$ cat src/verilog/mem_defines.svh
`ifndef MEM_DEFINES_SVH
`define MEM_DEFINES_SVH

////////////////////
// Storage geometry
////////////////////

// Byte address width of the data RAM
`define MEM_ADDR_BITS 12

// Word count follows from the byte address width
`define MEM_WORDS (1 << (`MEM_ADDR_BITS - 2))

////////////////////
// Display window
////////////////////

// Words shown per sweep of the monitor
`define DISP_WORDS 8

// Index width to count through the window
`define DISP_IDX_BITS 3

// Value every RAM word takes in the reset sweep
`define MEM_CLEAR_WORD 32'h0000_0000

`endif

$ cat src/verilog/mem_types_pkg.sv
`include "mem_defines.svh"

package mem_types_pkg;

    ////////////////////
    // Storage-side vector types
    ////////////////////

    // Full data word as held in the RAM
    typedef logic [31:0] word_t;

    // One enable per byte lane, bit 0 is the low byte
    typedef logic [3:0] byte_en_t;

    // Byte address as seen by the CPU
    typedef logic [`MEM_ADDR_BITS-1:0] byte_addr_t;

    // Word address into the RAM array
    // Drops the two byte-offset bits
    typedef logic [`MEM_ADDR_BITS-3:0] word_addr_t;

endpackage

$ cat src/verilog/lsu_pkg.sv
package lsu_pkg;

    ////////////////////
    // Memory operation codes
    ////////////////////

    // Loads first, stores last
    typedef enum logic [2:0] {
        OP_LB  = 3'd0,
        OP_LBU = 3'd1,
        OP_LH  = 3'd2,
        OP_LHU = 3'd3,
        OP_LW  = 3'd4,
        OP_SB  = 3'd5,
        OP_SH  = 3'd6,
        OP_SW  = 3'd7
    } mem_op_e;

    ////////////////////
    // Stage payloads
    ////////////////////

    // Request from the CPU, 47 bits
    typedef struct packed {
        mem_op_e                  op;
        mem_types_pkg::byte_addr_t addr;
        mem_types_pkg::word_t     wdata;
    } mem_req_t;

    // Access presented to the RAM port
    typedef struct packed {
        logic                      we;
        mem_types_pkg::byte_en_t   be;
        mem_types_pkg::word_addr_t addr;
        mem_types_pkg::word_t      wdata;
    } ram_acc_t;

    // Result returned one cycle after the request
    typedef struct packed {
        mem_types_pkg::word_t ldata;
        logic                 misalign;
    } mem_rsp_t;

endpackage

$ cat src/verilog/load_extend.sv
`timescale 1ns/1ns

module load_extend (
    input  lsu_pkg::mem_op_e     op,
    input  logic [1:0]           addr_lo,
    input  mem_types_pkg::word_t rword,
    output mem_types_pkg::word_t ldata
);

    logic [7:0]  sel_byte;
    logic [15:0] sel_half;

    ////////////////////
    // Lane select
    ////////////////////

    always_comb
    begin
        case (addr_lo)
            2'd0:    sel_byte = rword[7:0];
            2'd1:    sel_byte = rword[15:8];
            2'd2:    sel_byte = rword[23:16];
            default: sel_byte = rword[31:24];
        endcase
        // Halfword lane, bit 0 ignored here
        sel_half = addr_lo[1] ? rword[31:16] : rword[15:0];
    end

    ////////////////////
    // Extension
    ////////////////////

    always_comb
    begin
        case (op)
            lsu_pkg::OP_LB:  ldata = {{24{sel_byte[7]}}, sel_byte};
            lsu_pkg::OP_LBU: ldata = {24'h0, sel_byte};
            lsu_pkg::OP_LH:  ldata = {{16{sel_half[15]}}, sel_half};
            lsu_pkg::OP_LHU: ldata = {16'h0, sel_half};
            lsu_pkg::OP_LW:  ldata = rword;
            // Stores carry no load data
            default:         ldata = '0;
        endcase
    end

endmodule

$ cat config.mk
export PLATFORM = sky130hd
export DESIGN_NAME = load_extend
export DESIGN_NICKNAME = d
export VERILOG_FILES = /design/src/verilog/mem_types_pkg.sv /design/src/verilog/lsu_pkg.sv /design/src/verilog/load_extend.sv
export VERILOG_INCLUDE_DIRS = /design/src /design/src/verilog
export SDC_FILE = /design/constraint.sdc
export NUM_CORES = 1
export LEC_CHECK = 0
export ABC_AREA = 1
export BUFFER_PORTS_ARGS = -buffer_cell sky130_fd_sc_hd__buf_2
export CAP_MARGIN = 20
export CORE_ASPECT_RATIO = 2
export CORE_MARGIN = 5
export CORE_UTILIZATION = 30
export DETAILED_ROUTE_END_ITERATION = 12
export SLEW_MARGIN = 15
export SYNTH_ARGS = -nofsm -noshare
export SYNTH_HDL_FRONTEND = slang
export SYNTH_SLANG_ARGS = --single-unit
$ cat constraint.sdc
create_clock -name vclk -period 2
set_clock_uncertainty 0.05 [all_clocks]
set_input_delay 0.4 -clock vclk [all_inputs]
set_output_delay 0.4 -clock vclk [all_outputs]
set_load 0.01 [all_outputs]
==> results.md <==
* Status: completed
* GPL Wtd Cong at 0.942
* Vias in the first global route at 1,675
* Routed len/inst at between 10 and 15 um
* Leading cell type in the layout, fill and taps excluded: nand2_1
* Pwr Total at 0.349 mW
* Max Slew Vio Count at 0
* HPWL Detailed at 3550 um
* Gate Count Post-Synth at 249
* CP required at 1550 ps
* Final Hold Vio Count at 0
* CP Launch Type: input pin
* Post-DR vias/cell at between 4 and 5
* # diodes at 0
* Power density cells at 222 nW/um^2
* Area of the multi-input gates at 893 um^2
* DR iter-0 viols at 15
* Tightest Pin Transition at about 250 ps
* Min-Delay Startpoint: rword[0]
* Fin crit share at 0.954
* Hold_buf cts at 0
* Post-layout util at 0.432
* Maximum vdd drop at between 0.09 and 0.1 mV
* Post-synthesis sequential area ratio at 0
* Slew HR at 0.830
* Post-place instance area at around 1600 um^2
* Syn avg cell area at about 4.5 um^2
* Post-layout min period at 1910 ps
* DR pass1 iterations at 4
* RSZ-0062 raised after global routing: no
* Max-Cap Viols at 0
* Share of layout cells above drive strength 1 at 0.334
* CP Data Arrival Time at between 1000 and 1500 ps
* Syn-to-layout area delta at 39.4%
* Syn Nets at approximately 290
* Critical Path Slowest Stage Cell: nand3_4
* Vias at 1,688
* Grt total ovfl at 0
* Critical path's largest stage delay at 200 ps
* Chip Height at 96.8 um
* Nets at 359
* Fill count at 481
* Ports at 69
* Synth cell types at 20
* Worst hold slack at 1090 ps
* Post-route setup TNS at 0 ps
* Register area at 0 um^2
* Total GRT Usage at 0.164
* Row Count at 31
* Critical path cell sequence: buf_2 -> nand2_2 -> inv_2 -> nand2_1 -> nand3_4 -> nand2_1 -> buf_2
* FMAX at 524 MHz
* Detailed Route WL at around 4300 um
* DRC Markers at 0
* Placeable Area at 3650 um^2
* # port buffers at 69
* Clock buffers at 0
* Commonest cells after routing, fill and taps aside: 109 x nand2_1, 69 x buf_2, 41 x inv_1
* Die area at between 5000 and 6000 um^2
* Fin area at 1580 um^2
* Final setup viols at 0
* Worst Path Max Fanout at 12
* First-pass GRT wire length at roughly 7000 um
* Starting density of the core at 0.310
* Seq cells at 0
* Largest net degree at the start of global routing at 25
* Chip Width at ~53 um
* Crit. End Element: output port
* Hold path cells at 4
* Syn Std Cell Area at 1130 um^2
* WHS Endpoint: ldata[0]
* Antenna violations before repair at 0
* Critical path class: input pin to output port
* Leakage power at ~1.1 nW
* Hold Path Class: input pin to output port
* Synth Warn # at 0
* DRT antenna net count at 0
what timing repair did:
item,4_1_cts,5_1_grt
setup endpoints to repair,0,23
resized for setup,0,3
setup buffers,0,0
per-layer routing:
| layer | vias to the layer above | global-route usage | wire [um] |
|---|---|---|---|
| met5 | - | 0 | 0 |
| met4 | 0 | 0.0394 | 102 |
| met3 | 11 | 0.00462 | 253 |
| met2 | 56 | 0.324 | 2460 |
| met1 | 735 | 0.175 | 1530 |
| li1 | 886 | - | - |
worst max path at each step:
| stage | slack [ps] | endpoint | from | depth (start not counted) |
|---|---|---|---|---|
| 2_1_floorplan | 410 | ldata[10] | addr_lo[0] | 7 |
| 3_3_place_gp | 40 | ldata[19] | addr_lo[1] | 7 |
| 6_report | 90 | ldata[19] | addr_lo[1] | 7 |
| 5_1_grt | 5 | ldata[19] | addr_lo[1] | 7 |
| 4_1_cts | 30 | ldata[19] | addr_lo[1] | 7 |
| 3_5_place_dp | 30 | ldata[19] | addr_lo[1] | 7 |
cell usage after synthesis, drive strengths merged:
master	count	area, um^2
nand2	112	433
inv	44	165
nor2	37	181
nand3	26	153
buf	11	87.6
o21ai	9	45.0
a21oi	7	35.0
clkinv	1	3.75
nand3b	1	20.0
nand4	1	6.26
cell type report:
type | count | share of cell area
inverter | 45 | 0.110
multi-input combinational | 194 | 0.567
tap | 49 | 0.0389
timing repair buffer | 81 | 0.284
per-stage QoR:
step	setup slack, ps	std cells
final	92.7	369
after global routing	4.86	369
after CTS	29.4	368
after detailed placement	26.4	368
after global placement	44.9	368
after floorplan	409	249
power breakdown:
group          total (mW)  internal, mW  switching (mW)
Sequential              0             0               0
Clock                   0             0               0
Combinational       0.349         0.140           0.209
Total               0.349         0.140           0.209
worst max-delay path: cells and delay by family:
kind | cells | cell delay [ps]
and+or+nand+nor | 4 | 590
buffers and inverters | 3 | 460
cells by family (layout without fill, tap and decap cells):
group / after synthesis / in the layout / synth area share
buffers and inverters: 56 / 126 / 0.227
AOI/OAI and AO/OA: 16 / 16 / 0.0709
and+or+nand+nor: 177 / 178 / 0.702
(Power assumes the default switching activity.)
