==> src/verilog/mem_defines.svh <==
`ifndef MEM_DEFINES_SVH
`define MEM_DEFINES_SVH

////////////////////
// Storage geometry
////////////////////

// Byte address width of the data RAM
`define MEM_ADDR_BITS 12

// Word count follows from the byte address width
`define MEM_WORDS (1 << (`MEM_ADDR_BITS - 2))

////////////////////
// Display window
////////////////////

// Words shown per sweep of the monitor
`define DISP_WORDS 8

// Index width to count through the window
`define DISP_IDX_BITS 3

// Value every RAM word takes in the reset sweep
`define MEM_CLEAR_WORD 32'h0000_0000

`endif

==> src/verilog/mem_types_pkg.sv <==
`include "mem_defines.svh"

package mem_types_pkg;

    ////////////////////
    // Storage-side vector types
    ////////////////////

    // Full data word as held in the RAM
    typedef logic [31:0] word_t;

    // One enable per byte lane, bit 0 is the low byte
    typedef logic [3:0] byte_en_t;

    // Byte address as seen by the CPU
    typedef logic [`MEM_ADDR_BITS-1:0] byte_addr_t;

    // Word address into the RAM array
    // Drops the two byte-offset bits
    typedef logic [`MEM_ADDR_BITS-3:0] word_addr_t;

endpackage

==> src/verilog/lsu_pkg.sv <==
package lsu_pkg;

    ////////////////////
    // Memory operation codes
    ////////////////////

    // Loads first, stores last
    typedef enum logic [2:0] {
        OP_LB  = 3'd0,
        OP_LBU = 3'd1,
        OP_LH  = 3'd2,
        OP_LHU = 3'd3,
        OP_LW  = 3'd4,
        OP_SB  = 3'd5,
        OP_SH  = 3'd6,
        OP_SW  = 3'd7
    } mem_op_e;

    ////////////////////
    // Stage payloads
    ////////////////////

    // Request from the CPU, 47 bits
    typedef struct packed {
        mem_op_e                  op;
        mem_types_pkg::byte_addr_t addr;
        mem_types_pkg::word_t     wdata;
    } mem_req_t;

    // Access presented to the RAM port
    typedef struct packed {
        logic                      we;
        mem_types_pkg::byte_en_t   be;
        mem_types_pkg::word_addr_t addr;
        mem_types_pkg::word_t      wdata;
    } ram_acc_t;

    // Result returned one cycle after the request
    typedef struct packed {
        mem_types_pkg::word_t ldata;
        logic                 misalign;
    } mem_rsp_t;

endpackage

==> src/verilog/store_align.sv <==
`timescale 1ns/1ns

module store_align (
    input  lsu_pkg::mem_op_e        op,
    input  logic [1:0]              addr_lo,
    input  mem_types_pkg::word_t    wdata,
    output mem_types_pkg::word_t    lane_data,
    output mem_types_pkg::byte_en_t byte_en
);

    ////////////////////
    // Lane placement
    ////////////////////

    // Data is replicated across lanes, the enables pick the real one
    always_comb
    begin
        lane_data = wdata;
        byte_en   = '0;
        case (op)
            lsu_pkg::OP_SB:
            begin
                // Low byte copied to all four lanes
                lane_data = {4{wdata[7:0]}};
                byte_en   = 4'b0001 << addr_lo;
            end
            lsu_pkg::OP_SH:
            begin
                // Low half copied to both halves
                lane_data = {2{wdata[15:0]}};
                // Bit 1 picks the upper or lower half
                byte_en   = addr_lo[1] ? 4'b1100 : 4'b0011;
            end
            lsu_pkg::OP_SW:
            begin
                byte_en = 4'b1111;
            end
            default:
            begin
                // Loads leave every lane disabled
                byte_en = '0;
            end
        endcase
    end

endmodule

==> config.mk <==
export PLATFORM = sky130hd
export DESIGN_NAME = store_align
export DESIGN_NICKNAME = d
export VERILOG_FILES = /design/src/verilog/mem_types_pkg.sv /design/src/verilog/lsu_pkg.sv /design/src/verilog/store_align.sv
export VERILOG_INCLUDE_DIRS = /design/src /design/src/verilog
export SDC_FILE = /design/constraint.sdc
export NUM_CORES = 1
export LEC_CHECK = 0
export BUFFER_PORTS_ARGS = -buffer_cell sky130_fd_sc_hd__buf_2
export CORE_MARGIN = 1.5
export CORE_UTILIZATION = 33
export DETAILED_ROUTE_END_ITERATION = 8
export PLACE_DENSITY_LB_ADDON = 0.15
export SLEW_MARGIN = 20
export SYNTH_ARGS = -nofsm -noshare
export SYNTH_HDL_FRONTEND = slang
export SYNTH_SLANG_ARGS = --single-unit
==> constraint.sdc <==
create_clock -name vclk -period 1.5
set_input_delay 0.15 -clock vclk [all_inputs]
set_output_delay 0.15 -clock vclk [all_outputs]
set_load 0.01 [all_outputs]
==> impl_metrics.csv <==
group,metric,value,unit
outcome,status,"completed",
sta,fin_crit,1.42,ns
detailed_routing,drtIter0Drc,6,
synthesis,synth_cells,61,
grt,grt_pass1_wl,2.55,mm
detailed_routing,vias,734,
grt,antenna_found_initial,0,
layout,n_antenna_cell,0,
detailed_routing,wire_per_inst,11.6,µm
pwr,power.leakage,0.476,nW
detailed_routing,wl,1.67,mm
hold_path,whs_path_depth,2,
layout,multi_input_area,419,µm²
setup_path,end_kind,"output pin",
layout,clockBufferCount,0,
sta,slew_headroom,86.6,%
floorplan,io_pins,73,
placed_design,portBuffers,73,
synthesis,syn_nets,98,
detailed_routing,routed_via_density,5.10,
hold_path,whs_endpoint,"lane_data[5]",
placed_design,post-dp-hpwl,1.43,mm
grt,grt_pass1_vias,632,
synthesis,synth_area,532,µm²
synthesis,yosysSeqAreaShare,0,%
floorplan,core-area,1510,µm²
sta,worst_pin_slew,0.199,ns
synthesis,yosysWarnings,0,
sta,rsz0062_at_grt,"no",
hold_path,hp-class,"in -> out",
layout,drive_gt1_share,76.6,%
setup_path,cp-start-kind,"primary input",
synthesis,synth_cell_types,18,
detailed_routing,ant_nets,0,
floorplan,rows,14,
sta,setup_viol,0,
sta,finalHoldViolations,0,
synthesis,syn_avg_cell_area,8.72,µm²
sta,fmax,702,MHz
setup_path,crit_arrival,1.27,ns
layout,area_delta_synth_final,62.6,%
setup_path,path_class,"in -> out",
floorplan,initial_core_util,35.3,%
grt,grt_max_degree,10,
pwr,powerDensity,343,nW/µm²
cts,post_cts_buffers,0,
grt,overflow,0,
layout,regArea,0,µm²
detailed_routing,drtPass1Iterations,4,
placed_design,gp_congestion,0.699,
pwr,ir_drop,0.000146,V
floorplan,dieHeight,43.1,µm
sta,maxSlewViolCount,0,
pwr,finalPower,296,µW
setup_path,crit_fanout,7,
grt,grtUsageTotal,16.5,%
hold_path,hold_start,"wdata[5]",
flow_run,drv_cap,0,
layout,nFillCells,158,
layout,nets,167,
setup_path,cp.required,1.35,ns
sta,whs,0.527,ns
sta,timing.setup.tns,0,ns
detailed_routing,drc,0,
floorplan,die_area,1860,µm²
sta,finalCritPeriodShare,95.0,%
floorplan,die_w,43.1,µm
layout,seq_cell_count,0,
logic make-up after synthesis:
group / Yosys count / synth area share [%]
AO/OA/AOI/OAI: 23 / 33.2
buffers and inverters: 14 / 21.2
multiplexers: 16 / 35.3
AND/OR/NAND/NOR: 8 / 10.4
metrics by stage:
stage	util [%]	setup slack, ns	instance area, µm²	cells
2_1_floorplan	-	0.119	532	61
3_3_place_gp	57.1	0.0849	861	144
3_5_place_dp	57.1	0.0564	861	144
4_1_cts	57.1	0.0506	861	144
5_1_grt	57.4	0.0281	865	144
6_report	57.4	0.0755	865	144
where the power goes:
group          total, mW  switching (mW)  internal, mW  leakage (nW)
Sequential             0               0             0             0
Clock                  0               0             0             0
Combinational      0.296           0.136         0.160         0.476
Total              0.296           0.136         0.160         0.476
cell type report:
class | instances | area share, %
Multi-Input combinational cell | 47 | 48.5
Tap cell | 16 | 2.32
Timing Repair Buffer | 80 | 48.8
Inverter | 1 | 0.434
layer usage:
metal	GRT usage [%]	routed length, µm
met4	0	0
met3	0.426	119
met5	0	0
met2	36.1	919
met1	17.5	634
how the worst max path moves through the flow:
stage                     startpoint            end  slack, ns  depth (start not counted)
after floorplan                op[0]  lane_data[16]       0.12                          6
after global placement         op[1]  lane_data[17]       0.08                          6
after detailed placement       op[1]  lane_data[17]       0.06                          6
after CTS                      op[1]  lane_data[17]       0.05                          6
after global routing           op[1]  lane_data[21]       0.03                          6
final                          op[1]  lane_data[19]       0.08                          6
repair_timing:
action / in CTS / in global routing
hold buffers: 0 / 0
gates resized for setup: 0 / 1
setup endpoints to repair: 0 / 1
cells in the mapped netlist:
master	number	area share (%)
o21ai_0	3	2.8
nand3b_1	2	2.8
mux2_4	2	5.6
and2_1	1	1.2
nand3_1	2	1.9
nand2b_4	1	2.6
buf_6	2	4.2
nand2b_1	1	1.2
buf_4	9	13
a2bb2oi_1	8	13
clkbuf_1	1	0.71
buf_8	1	2.8
mux2_2	14	30
inv_1	1	0.71
nand2_1	1	0.71
o22ai_1	8	9.4
a21boi_4	1	3.5
a21boi_0	3	4.2
critical path, stage by stage:
cell and delay [ns]:
buf_2 0.13, nand2b_1 0.19, a21boi_4 0.16, buf_4 0.18, mux2_2 0.33, buf_2 0.14
cells in the final DEF (no fill, tap or decap), types with 2 or more instances in the layout:
cell,synthesis,layout
buf_2,0,73
mux2_2,14,14
o22ai_1,8,8
a2bb2oi_1,8,8
buf_4,9,6
o21ai_0,3,3
a21boi_0,3,3
mux2_4,2,2
nand3b_1,2,2
nand3_1,2,2
Note: power is estimated with default switching activity, not from simulation.
