## config.mk

```make
export PLATFORM = sky130hd
export DESIGN_NAME = lsu_ctrl
export DESIGN_NICKNAME = d
export VERILOG_FILES = /design/src/verilog/mem_types_pkg.sv /design/src/verilog/lsu_pkg.sv /design/src/verilog/lsu_ctrl.sv
export VERILOG_INCLUDE_DIRS = /design/src /design/src/verilog
export SDC_FILE = /design/constraint.sdc
export NUM_CORES = 1
export LEC_CHECK = 0
export BUFFER_PORTS_ARGS = -buffer_cell sky130_fd_sc_hd__buf_2
export CAP_MARGIN = 20
export CELL_PAD_IN_SITES_DETAIL_PLACEMENT = 1
export CELL_PAD_IN_SITES_GLOBAL_PLACEMENT = 1
export CORE_MARGIN = 1
export CORE_UTILIZATION = 10
export CTS_CLUSTER_DIAMETER = 80
export CTS_CLUSTER_SIZE = 30
export DETAILED_ROUTE_END_ITERATION = 8
export PLACE_DENSITY = 0.86
export SYNTH_ARGS = -nofsm -noshare
export SYNTH_HDL_FRONTEND = slang
export SYNTH_SLANG_ARGS = --single-unit
```

## constraint.sdc

```tcl
create_clock -name clk -period 1.2 [get_ports clk]
set_input_delay 0.36 -clock clk [delete_from_list [all_inputs] [get_ports clk]]
set_output_delay 0.36 -clock clk [all_outputs]
set_load 0.1 [all_outputs]
```

## src/verilog/mem_defines.svh

```systemverilog
`ifndef MEM_DEFINES_SVH
`define MEM_DEFINES_SVH

////////////////////
// Storage geometry
////////////////////

// Byte address width of the data RAM
`define MEM_ADDR_BITS 12

// Word count follows from the byte address width
`define MEM_WORDS (1 << (`MEM_ADDR_BITS - 2))

////////////////////
// Display window
////////////////////

// Words shown per sweep of the monitor
`define DISP_WORDS 8

// Index width to count through the window
`define DISP_IDX_BITS 3

// Value every RAM word takes in the reset sweep
`define MEM_CLEAR_WORD 32'h0000_0000

`endif

```

## src/verilog/mem_types_pkg.sv

```systemverilog
`include "mem_defines.svh"

package mem_types_pkg;

    ////////////////////
    // Storage-side vector types
    ////////////////////

    // Full data word as held in the RAM
    typedef logic [31:0] word_t;

    // One enable per byte lane, bit 0 is the low byte
    typedef logic [3:0] byte_en_t;

    // Byte address as seen by the CPU
    typedef logic [`MEM_ADDR_BITS-1:0] byte_addr_t;

    // Word address into the RAM array
    // Drops the two byte-offset bits
    typedef logic [`MEM_ADDR_BITS-3:0] word_addr_t;

endpackage

```

## src/verilog/lsu_pkg.sv

```systemverilog
package lsu_pkg;

    ////////////////////
    // Memory operation codes
    ////////////////////

    // Loads first, stores last
    typedef enum logic [2:0] {
        OP_LB  = 3'd0,
        OP_LBU = 3'd1,
        OP_LH  = 3'd2,
        OP_LHU = 3'd3,
        OP_LW  = 3'd4,
        OP_SB  = 3'd5,
        OP_SH  = 3'd6,
        OP_SW  = 3'd7
    } mem_op_e;

    ////////////////////
    // Stage payloads
    ////////////////////

    // Request from the CPU, 47 bits
    typedef struct packed {
        mem_op_e                  op;
        mem_types_pkg::byte_addr_t addr;
        mem_types_pkg::word_t     wdata;
    } mem_req_t;

    // Access presented to the RAM port
    typedef struct packed {
        logic                      we;
        mem_types_pkg::byte_en_t   be;
        mem_types_pkg::word_addr_t addr;
        mem_types_pkg::word_t      wdata;
    } ram_acc_t;

    // Result returned one cycle after the request
    typedef struct packed {
        mem_types_pkg::word_t ldata;
        logic                 misalign;
    } mem_rsp_t;

endpackage

```

## src/verilog/lsu_ctrl.sv

```systemverilog
`timescale 1ns/1ns

module lsu_ctrl (
    input  logic                    clk,
    input  logic                    rst,
    input  logic                    req_valid,
    input  lsu_pkg::mem_req_t       req,
    input  mem_types_pkg::word_t    lane_data,
    input  mem_types_pkg::byte_en_t byte_en,
    output lsu_pkg::ram_acc_t       acc,
    output lsu_pkg::mem_op_e        held_op,
    output logic [1:0]              held_lo,
    input  mem_types_pkg::word_t    ldata,
    output logic                    rsp_valid,
    output lsu_pkg::mem_rsp_t       rsp
);

    logic misalign;
    logic is_store;
    logic held_mis;
    logic held_store;

    ////////////////////
    // Request decode
    ////////////////////

    always_comb
    begin
        case (req.op)
            // Halfwords need an even address
            lsu_pkg::OP_LH, lsu_pkg::OP_LHU, lsu_pkg::OP_SH:
                misalign = req.addr[0];
            // Words need both low bits clear
            lsu_pkg::OP_LW, lsu_pkg::OP_SW:
                misalign = |req.addr[1:0];
            default:
                misalign = 1'b0;
        endcase
        is_store = req.op inside {lsu_pkg::OP_SB, lsu_pkg::OP_SH, lsu_pkg::OP_SW};
    end

    // RAM access, write only for a valid aligned store
    always_comb
    begin
        acc.we    = req_valid && is_store && !misalign;
        acc.be    = byte_en;
        acc.addr  = mem_types_pkg::word_addr_t'(req.addr >> 2);
        acc.wdata = lane_data;
    end

    ////////////////////
    // Response timing
    ////////////////////

    // One pulse per request, a cycle later
    always_ff @(posedge clk)
    begin
        if (rst)
        begin
            rsp_valid <= 1'b0;
        end
        else
        begin
            rsp_valid <= req_valid;
        end
    end

    // Context lined up with the RAM read word
    always_ff @(posedge clk)
    begin
        held_op  <= req.op;
        held_lo  <= req.addr[1:0];
        held_mis <= misalign;
    end

    // Stores and misaligned accesses answer with zero data
    always_comb
    begin
        held_store   = held_op inside {lsu_pkg::OP_SB, lsu_pkg::OP_SH, lsu_pkg::OP_SW};
        rsp.ldata    = (held_store || held_mis) ? '0 : ldata;
        rsp.misalign = held_mis;
    end

    // Each request gets its pulse, and no pulse appears on its own
    a_rsp_follows_req : assert property (
        @(posedge clk) disable iff (rst)
        rsp_valid == $past(req_valid)
    );

endmodule

```

==> results.txt <==
port bufs: 79
Placeable Area: 7730 sq um
Internal: 1.03 mW
vias in the first global route: 848
final hold violation count: 0
chip width: 91.5 um
First DRT Iteration DRCs: 11
clock root buffer: clkbuf_8
Critical Path, Cell by Cell: o21a_1 > nor2_4 > buf_12 > and2_4 > buf_12
Seq cells post-synth: 7
CP Launch Type: register
DRT Pass-1 Iters: 3
# DRC: 0
Fmax: 573 MHz
number of max-cap violations: 0
share of layout cells above drive strength 1: 0.933
final WL: 2.71 mm
Synth top area share: 0.441
# rows: 32
Final Cycle Share: 1.45
Clk pwr share: 0.164
CTS tree: done
Place WS: -0.346 ns
antenna violations before repair: 0
leak pwr: 0.858 nW
# nets final: 269
routed vias/inst: 3.10
first-pass GRT wire length: 4.24 mm
Crit path arrival time: 1.39 ns
diode count: 0
Max-slew headroom: 0.821
top cells by area, synth: buf_4 (44%), and2_1 (25%), dfxtp_1 (18%)
crit path max fanout: 22
TritonCTS buffer count: 3
Mapped Area: 801 sq um
Syn Nets: 218
clk buf depth: 2
run status: complete, but fails checks
Avg Synthesized Cell Area: 8.01 sq um
CP most frequent cell: buf_12
Final setup viols: 35
Final WS setup: -0.545 ns
HPWL Detailed: 2.48 mm
Die Ht: 91.5 um
Die Area: 8370 sq um
Unique masters post-synth: 14
gp weighted congestion: 0.741
peak supply drop: 0.000222 V
Worst Tran Pin Value: 0.267 ns
leading cell types in the layout, fill and taps excluded: buf_12 (41), buf_2 (36), and2_4 (32)
Reg clk slew, reported paths: 0.04 ns
cell taking the most area after synthesis: buf_4
failing checks: setup timing
Post-DRT Antenna Nets: 0
Gate Count Post-Synth: 100
io pins: 204
htree depth: 1
worst stage delay on the critical path: 0.33 ns
Syn-to-layout area delta: 134%
crit path kind: reg2out
total clock sinks: 7
combinational power share: 0.706
vias: 782
min cycle time layout: 1.75 ns
Yosys Warn Count: 0
WL per Instance: 10.7 um
Slew Viols, Final: 0
Sw Share: 0.479
largest net degree at the start of global routing: 23
unrepaired setup endpoints after global routing: true
Total GRT Usage: 0.0651
initial core utilization: 0.104
WP data required: 0.84 ns
most common cell after layout, fill and taps aside: buf_12
sequential-to-total area share from yosys stat: 0.175
Pwr Density: 1060 nW/um^2
hold_buf cts: 0
Seq pwr share: 0.130
Min Hold Slack: 0.279 ns
worst min-delay path category: in2reg
grt ovf: 0
Slowest-stage cell, CP: dfxtp_4
Setup crit end kind: output pin
Switch Pwr: 0.948 mW
-- logic make-up after synthesis --
group                  after synthesis  synth area share
XOR/XNOR                             1            0.0109
AO/OA/AOI/OAI                        5            0.0406
AND/OR/NAND/NOR                     37             0.291
buffers and inverters               50             0.483
flip-flops                           7             0.175
-- layout make-up --
type | count | area, sq um
Timing Repair Buffer | 96 | 1180
Clock buffer | 4 | 45.0
Fill cell | 889 | 5850
Tap cell | 102 | 128
Sequential cell | 7 | 159
Multi-Input combinational cell | 43 | 365
-- power groups by stage --
| stage | sequential [mW] | clock [mW] | combinational (mW) |
|---|---|---|---|
| after floorplan | 0.336 | 0 | 1.49 |
| after global placement | 0.262 | 0 | 1.36 |
| after detailed placement | 0.262 | 0 | 1.38 |
| after CTS | 0.259 | 0.342 | 1.40 |
| after global routing | 0.260 | 0.362 | 1.44 |
| final | 0.258 | 0.324 | 1.40 |
-- what timing repair did --
item / 4_1_cts / 5_1_grt
endpoints found under the setup margin: 37 / 37
gates resized for setup: 7 / 5
endpoints found under the hold margin: 0 / 0
pin swaps: 2 / 1
setup buffers: 3 / 3
-- path summary, 6_finish.rpt --
| check | from | endpoint | slack [ns] | cells past startpoint |
|---|---|---|---|---|
| worst max-delay path | held_op[0] | rsp[1] | -0.55 | 5 |
| worst min-delay path | rst | rsp_valid | 0.28 | 2 |
-- routing by layer --
metal,part of all wire,global-route usage,vias to the layer above
met1,0.30,0.0591,337
met2,0.51,0.115,78
met3,0.17,0.0360,10
met5,0,0,-
met4,0.021,0.0344,0
li1,-,-,357
-- Yosys cell counts --
cell	instances
buf_4	47
xnor2_1	1
o21ai_0	1
buf_6	3
nand2_1	1
o211ai_1	1
a21o_1	1
and2_1	32
a21oi_1	1
dfxtp_1	7
nor2b_1	2
o21a_1	1
nor2_4	1
nand3_1	1
-- critical path: cells and delay by family (launching register included) --
family	cells	cell delay (ns)
buffers and inverters	2	0.33
DFF	1	0.33
and+or+nand+nor	2	0.28
AOI/OAI and AO/OA	1	0.21
-- through the flow --
stage | TNS (ns) | area (sq um) | power [mW] | util | std cells
floorplan | -13.97 | 907 | 1.83 | - | 100
global placement | -9.88 | 1750 | 1.62 | 0.227 | 244
detailed placement | -10.36 | 1750 | 1.64 | 0.227 | 244
CTS | -18.07 | 1840 | 2.00 | 0.239 | 250
global route | -19.94 | 1870 | 2.06 | 0.243 | 252
finish | -17.43 | 1870 | 1.98 | 0.243 | 252
-- sequential cells by signal, summed over array words and instances (netlist names) --
name / count
held_lo: 2
rsp_valid: 1
held_op: 3
held_mis: 1
Power figures use the tool's default switching activity.
