**src/verilog/mem_defines.svh**
```systemverilog
`ifndef MEM_DEFINES_SVH
`define MEM_DEFINES_SVH

////////////////////
// Storage geometry
////////////////////

// Byte address width of the data RAM
`define MEM_ADDR_BITS 12

// Word count follows from the byte address width
`define MEM_WORDS (1 << (`MEM_ADDR_BITS - 2))

////////////////////
// Display window
////////////////////

// Words shown per sweep of the monitor
`define DISP_WORDS 8

// Index width to count through the window
`define DISP_IDX_BITS 3

// Value every RAM word takes in the reset sweep
`define MEM_CLEAR_WORD 32'h0000_0000

`endif

```
**src/verilog/mem_types_pkg.sv**
```systemverilog
`include "mem_defines.svh"

package mem_types_pkg;

    ////////////////////
    // Storage-side vector types
    ////////////////////

    // Full data word as held in the RAM
    typedef logic [31:0] word_t;

    // One enable per byte lane, bit 0 is the low byte
    typedef logic [3:0] byte_en_t;

    // Byte address as seen by the CPU
    typedef logic [`MEM_ADDR_BITS-1:0] byte_addr_t;

    // Word address into the RAM array
    // Drops the two byte-offset bits
    typedef logic [`MEM_ADDR_BITS-3:0] word_addr_t;

endpackage

```
**src/verilog/display_scan.sv**
```systemverilog
`timescale 1ns/1ns
`include "mem_defines.svh"

module display_scan (
    input  logic                      clk,
    input  logic                      rst,
    input  mem_types_pkg::word_addr_t disp_base,
    output mem_types_pkg::word_addr_t disp_addr,
    input  mem_types_pkg::word_t      disp_data,
    output logic [`DISP_IDX_BITS-1:0] disp_index,
    output mem_types_pkg::word_t      disp_word
);

    // Offset being read now, and the one whose word is arriving
    logic [`DISP_IDX_BITS-1:0] offset;
    logic [`DISP_IDX_BITS-1:0] offset_q;

    ////////////////////
    // Window sweep
    ////////////////////

    always_ff @(posedge clk)
    begin
        if (rst)
        begin
            offset   <= '0;
            offset_q <= '0;
        end
        else
        begin
            // Wrap at the end of the window
            if (offset == `DISP_IDX_BITS'(`DISP_WORDS - 1))
                offset <= '0;
            else
                offset <= offset + 1'b1;
            // Match the RAM read latency
            offset_q <= offset;
        end
    end

    // Window starts at the base word
    assign disp_addr = disp_base + mem_types_pkg::word_addr_t'(offset);

    // Word and label leave together
    assign disp_index = offset_q;
    assign disp_word  = disp_data;

endmodule

```
**config.mk**
```make
export PLATFORM = sky130hd
export DESIGN_NAME = display_scan
export DESIGN_NICKNAME = d
export VERILOG_FILES = /design/src/verilog/mem_types_pkg.sv /design/src/verilog/display_scan.sv
export VERILOG_INCLUDE_DIRS = /design/src /design/src/verilog
export SDC_FILE = /design/constraint.sdc
export NUM_CORES = 1
export LEC_CHECK = 0
export BUFFER_PORTS_ARGS = -buffer_cell sky130_fd_sc_hd__buf_4
export CAP_MARGIN = 20
export CORE_MARGIN = 5
export CORE_UTILIZATION = 25
export CTS_BUF_LIST = sky130_fd_sc_hd__clkbuf_16
export DETAILED_ROUTE_END_ITERATION = 16
export PLACE_DENSITY = 0.73
export SLEW_MARGIN = 20
export SYNTH_ARGS = -nofsm -noshare
export SYNTH_HDL_FRONTEND = slang
export SYNTH_SLANG_ARGS = --single-unit
```
**constraint.sdc**
```tcl
create_clock -name clk -period 1.8 [get_ports clk]
set_input_delay 0.09 -clock clk [delete_from_list [all_inputs] [get_ports clk]]
set_output_delay 0.09 -clock clk [all_outputs]
set_load 0.05 [all_outputs]
```
==> run_summary.xml <==
<?xml version="1.0" encoding="UTF-8"?>
<metrics>
  <group name="setup_path">
    <metric name="setup.worst_path.start_class" unit="">flop</metric>
    <metric name="timing.critical_path.cells" unit="">ha_4 &gt; inv_2 &gt; fa_2 &gt; nor2b_4 &gt; o211ai_1 &gt; xnor2_4 &gt; buf_6</metric>
    <metric name="worstReg2RegEnd" unit="">offset[1]$_SDFF_PP0_</metric>
    <metric name="path_class" unit="">reg -&gt; out</metric>
    <metric name="cp-end-kind" unit="">primary output</metric>
    <metric name="reg2reg_depth" unit="">4</metric>
    <metric name="crit_path_max_fanout" unit="">3</metric>
    <metric name="critical-path-max-stage-delay" unit="ps">360</metric>
    <metric name="worstPathArrival" unit="ps">1800</metric>
    <metric name="rr_startpoint" unit="">offset[0]$_SDFF_PP0_</metric>
    <metric name="worstPathRequired" unit="ps">1710</metric>
    <metric name="critical_path.endpoint" unit="">disp_addr[8]</metric>
    <metric name="crit_path_start" unit="">offset[0]$_SDFF_PP0_</metric>
    <metric name="crit_path_top_delay_cell" unit="">sky130_fd_sc_hd__fa_2</metric>
    <metric name="ff2ff_setup_slack" unit="ps">630</metric>
  </group>
  <group name="timing">
    <metric name="finalMaxSlewViolations" unit="">0</metric>
    <metric name="post-route-period-util" unit="">1.053</metric>
    <metric name="fmax" unit="GHz">0.5277</metric>
    <metric name="final.setup_skew" unit="ps">0.3922</metric>
    <metric name="grt_setup_unrepaired" unit="">yes</metric>
    <metric name="timing.final.setup_violations" unit="">3</metric>
    <metric name="timing.slew.headroom" unit="">0.7121</metric>
    <metric name="min_period" unit="ps">1895</metric>
    <metric name="final-hold-violation-count" unit="">0</metric>
    <metric name="setup_tns" unit="ps">-236.7</metric>
    <metric name="crit_path_setup_slack_layout" unit="ps">-94.87</metric>
    <metric name="tightestPinTransition" unit="ps">430.0</metric>
  </group>
  <group name="grt">
    <metric name="antenna_violations_before_repair" unit="">0</metric>
    <metric name="globalRouteTotalUtil" unit="">0.09983</metric>
    <metric name="grt_pass1_wl" unit="mm">2.580</metric>
    <metric name="vias_in_the_first_global_route" unit="">537</metric>
    <metric name="grt_overflow_total" unit="">0</metric>
    <metric name="grt_max_degree" unit="">7</metric>
  </group>
  <group name="floorplanning">
    <metric name="boundaryPins" unit="">89</metric>
    <metric name="die_w" unit="um">61.31</metric>
    <metric name="die_height" unit="um">61.31</metric>
    <metric name="coreArea" unit="um2">2500</metric>
    <metric name="floorplan.die_area" unit="um2">3759</metric>
    <metric name="floorplan.initialDensity" unit="">0.2633</metric>
    <metric name="rows" unit="">18</metric>
  </group>
  <group name="cts">
    <metric name="worst_setup_hold_path_clk_slew" unit="ps">30</metric>
    <metric name="cts_max_path_bufs" unit="">2</metric>
    <metric name="tritoncts_clock_tree" unit="">done</metric>
    <metric name="skew_pair_late_insertion_delay" unit="ps">230</metric>
    <metric name="cts_root_buf" unit="">sky130_fd_sc_hd__clkbuf_16</metric>
    <metric name="cts-buffers-inserted" unit="">3</metric>
    <metric name="clock_sinks" unit="">6</metric>
    <metric name="htreeDepth" unit="">1</metric>
  </group>
  <group name="synthesis">
    <metric name="synth_area_per_cell" unit="um2">8.660</metric>
    <metric name="yosysWarningCount" unit="">0</metric>
    <metric name="synth-seq-area-share" unit="">0.1825</metric>
    <metric name="synth_cell_types" unit="">20</metric>
    <metric name="ys_seq_elements" unit="">6</metric>
    <metric name="synth.cell_area" unit="um2">658.1</metric>
    <metric name="syn-instance-count" unit="">76</metric>
    <metric name="synth_nets" unit="">126</metric>
  </group>
  <group name="place">
    <metric name="placer_s_final_routability_congestion_estimate" unit="">0.6792</metric>
    <metric name="detailed_place_hpwl" unit="mm">1.413</metric>
    <metric name="dp_cells" unit="">101</metric>
    <metric name="portBuffers" unit="">24</metric>
  </group>
  <group name="route">
    <metric name="vias_per_cell" unit="">4.336</metric>
    <metric name="post-route-drc-count" unit="">0</metric>
    <metric name="vias" unit="">464</metric>
    <metric name="firstDrtPassIters" unit="">2</metric>
    <metric name="drtAntennaViolNets" unit="">0</metric>
    <metric name="drt-initial-drc-count" unit="">3</metric>
    <metric name="post_drt_wl_per_cell" unit="um">16.59</metric>
    <metric name="finalWirelength" unit="mm">1.775</metric>
  </group>
  <group name="finish">
    <metric name="finish.cell_count_without_fillers" unit="">107</metric>
    <metric name="area.growth.synth_to_final" unit="%">42.21</metric>
    <metric name="drive_above_1_share" unit="">0.7143</metric>
    <metric name="post-route-util" unit="">0.3744</metric>
    <metric name="n_antenna_cell" unit="">0</metric>
    <metric name="most_frequent_standard_cell_in_the_layout_excluding_fill_and_tap_cells" unit="">sky130_fd_sc_hd__buf_4</metric>
    <metric name="nNetsFinal" unit="">129</metric>
    <metric name="highest_count_cells_in_the_layout_ignoring_fill_and_taps" unit="">26 x sky130_fd_sc_hd__buf_4, 5 x sky130_fd_sc_hd__dfxtp_1, 4 x sky130_fd_sc_hd__xor2_2, 4 x sky130_fd_sc_hd__buf_6</metric>
  </group>
  <group name="pwr">
    <metric name="power.leakage" unit="nW">0.4075</metric>
    <metric name="power.density" unit="nW/um2">881.7</metric>
    <metric name="ir_drop" unit="V">0.0007028</metric>
  </group>
  <group name="min_path">
    <metric name="worstHoldPathType" unit="">in -&gt; reg</metric>
  </group>
  <group name="outcome">
    <metric name="result_of_the_run" unit="">finished with violations</metric>
    <metric name="violations" unit="">setup timing</metric>
  </group>
  <group name="run">
    <metric name="maxcap_viol_count" unit="">0</metric>
  </group>
</metrics>
==> Yosys cell counts <==
| master | instances | area share |
|---|---|---|
| sky130_fd_sc_hd__o2111ai_1 | 1 | 0.013 |
| sky130_fd_sc_hd__o211ai_1 | 1 | 0.011 |
| sky130_fd_sc_hd__o21ai_0 | 1 | 0.0076 |
| sky130_fd_sc_hd__xor2_1 | 4 | 0.053 |
| sky130_fd_sc_hd__and4_2 | 1 | 0.015 |
| sky130_fd_sc_hd__buf_4 | 32 | 0.37 |
| sky130_fd_sc_hd__nor3b_1 | 2 | 0.023 |
| sky130_fd_sc_hd__ha_1 | 5 | 0.095 |
| sky130_fd_sc_hd__xnor2_1 | 4 | 0.053 |
| sky130_fd_sc_hd__nor2b_1 | 3 | 0.029 |
| sky130_fd_sc_hd__dfxtp_1 | 6 | 0.18 |
| sky130_fd_sc_hd__fa_1 | 1 | 0.030 |
| sky130_fd_sc_hd__nand4_2 | 1 | 0.019 |
| sky130_fd_sc_hd__nor3_1 | 1 | 0.0076 |
| sky130_fd_sc_hd__nand2_1 | 3 | 0.017 |
| sky130_fd_sc_hd__nor2_1 | 1 | 0.0057 |
| sky130_fd_sc_hd__inv_1 | 4 | 0.023 |
| sky130_fd_sc_hd__a211oi_2 | 1 | 0.019 |
| sky130_fd_sc_hd__a21oi_1 | 3 | 0.023 |
| sky130_fd_sc_hd__nand3_1 | 1 | 0.0076 |
==> layout make-up <==
type,count,area [um2]
flip-flops and latches,6,121.4
clock buffers,3,75.07
repair buffers,30,240.2
multi-input cells,34,446.7
well taps,30,37.54
inverters,4,15.01
fillers,254,1564
==> worst min path at each step <==
stage / end / slack [ps] / depth (start not counted) / startpoint
6_report: offset[0]$_SDFF_PP0_ / 60 / 2 / rst
5_1_grt: offset[0]$_SDFF_PP0_ / 70 / 2 / rst
4_1_cts: offset[0]$_SDFF_PP0_ / 50 / 2 / rst
3_3_place_gp: disp_word[18] / 180 / 0 / disp_data[18]
2_1_floorplan: disp_index[1]$_SDFF_PP0_ / 160 / 1 / rst
3_5_place_dp: disp_word[18] / 180 / 0 / disp_data[18]
==> logic make-up after synthesis <==
| logic type | share of synthesized area |
|---|---|
| xor+xnor | 0.1065 |
| fa+ha+maj | 0.1255 |
| simple gates | 0.1235 |
| compound gates | 0.07413 |
| buf+inv | 0.3878 |
| flops | 0.1825 |
==> flip-flops by register name (all words and copies together) (netlist names) <==
register	cells
disp_index	3
offset	3
==> per-stage QoR <==
step	power, mW	hold WS, ps	instance area (um2)	setup WS [ps]
global placement	0.4185	180.3	744.5	-63.65
CTS	0.8245	54.88	919.6	-162.3
finish	0.8252	55.51	935.9	-94.87
detailed placement	0.4254	180.3	744.5	-104.3
floorplan	0.5153	156.7	744.5	-69.96
global route	0.8568	70.01	935.9	-152.9
==> critical path: cells and delay by family, from the launching register on <==
kind	cells	cell delay, ps
adders and majority gates	2	490
DFF	1	340
buffers and inverters	2	200
AOI/OAI and AO/OA	1	190
xor gates and xnor gates	1	190
and+or+nand+nor	1	150
==> where the power goes <==
group,total (mW),leakage (nW),switching [mW],internal [mW]
Sequential,0.149,0.0495,0.00574,0.144
Clock,0.362,0.0370,0.0769,0.285
Combinational,0.314,0.321,0.189,0.124
==> metal layers <==
| layer | vias to the layer above | global-route usage | part of all wire |
|---|---|---|---|
| li1 | 215 | - | - |
| met1 | 207 | 0.08838 | 0.32 |
| met2 | 34 | 0.1662 | 0.48 |
| met3 | 8 | 0.05660 | 0.18 |
| met4 | 0 | 0.07740 | 0.028 |
| met5 | - | 0 | 0 |
==> what timing repair did <==
action / in CTS / in global routing
resized for setup: 18 / 2
pin swaps: 5 / 5
hold buffers: 0 / 0
cloned: 0 / 0
setup endpoints to repair: 7 / 7
buffers inserted: 3 / 0
Note: power is estimated with default switching activity, not from simulation.
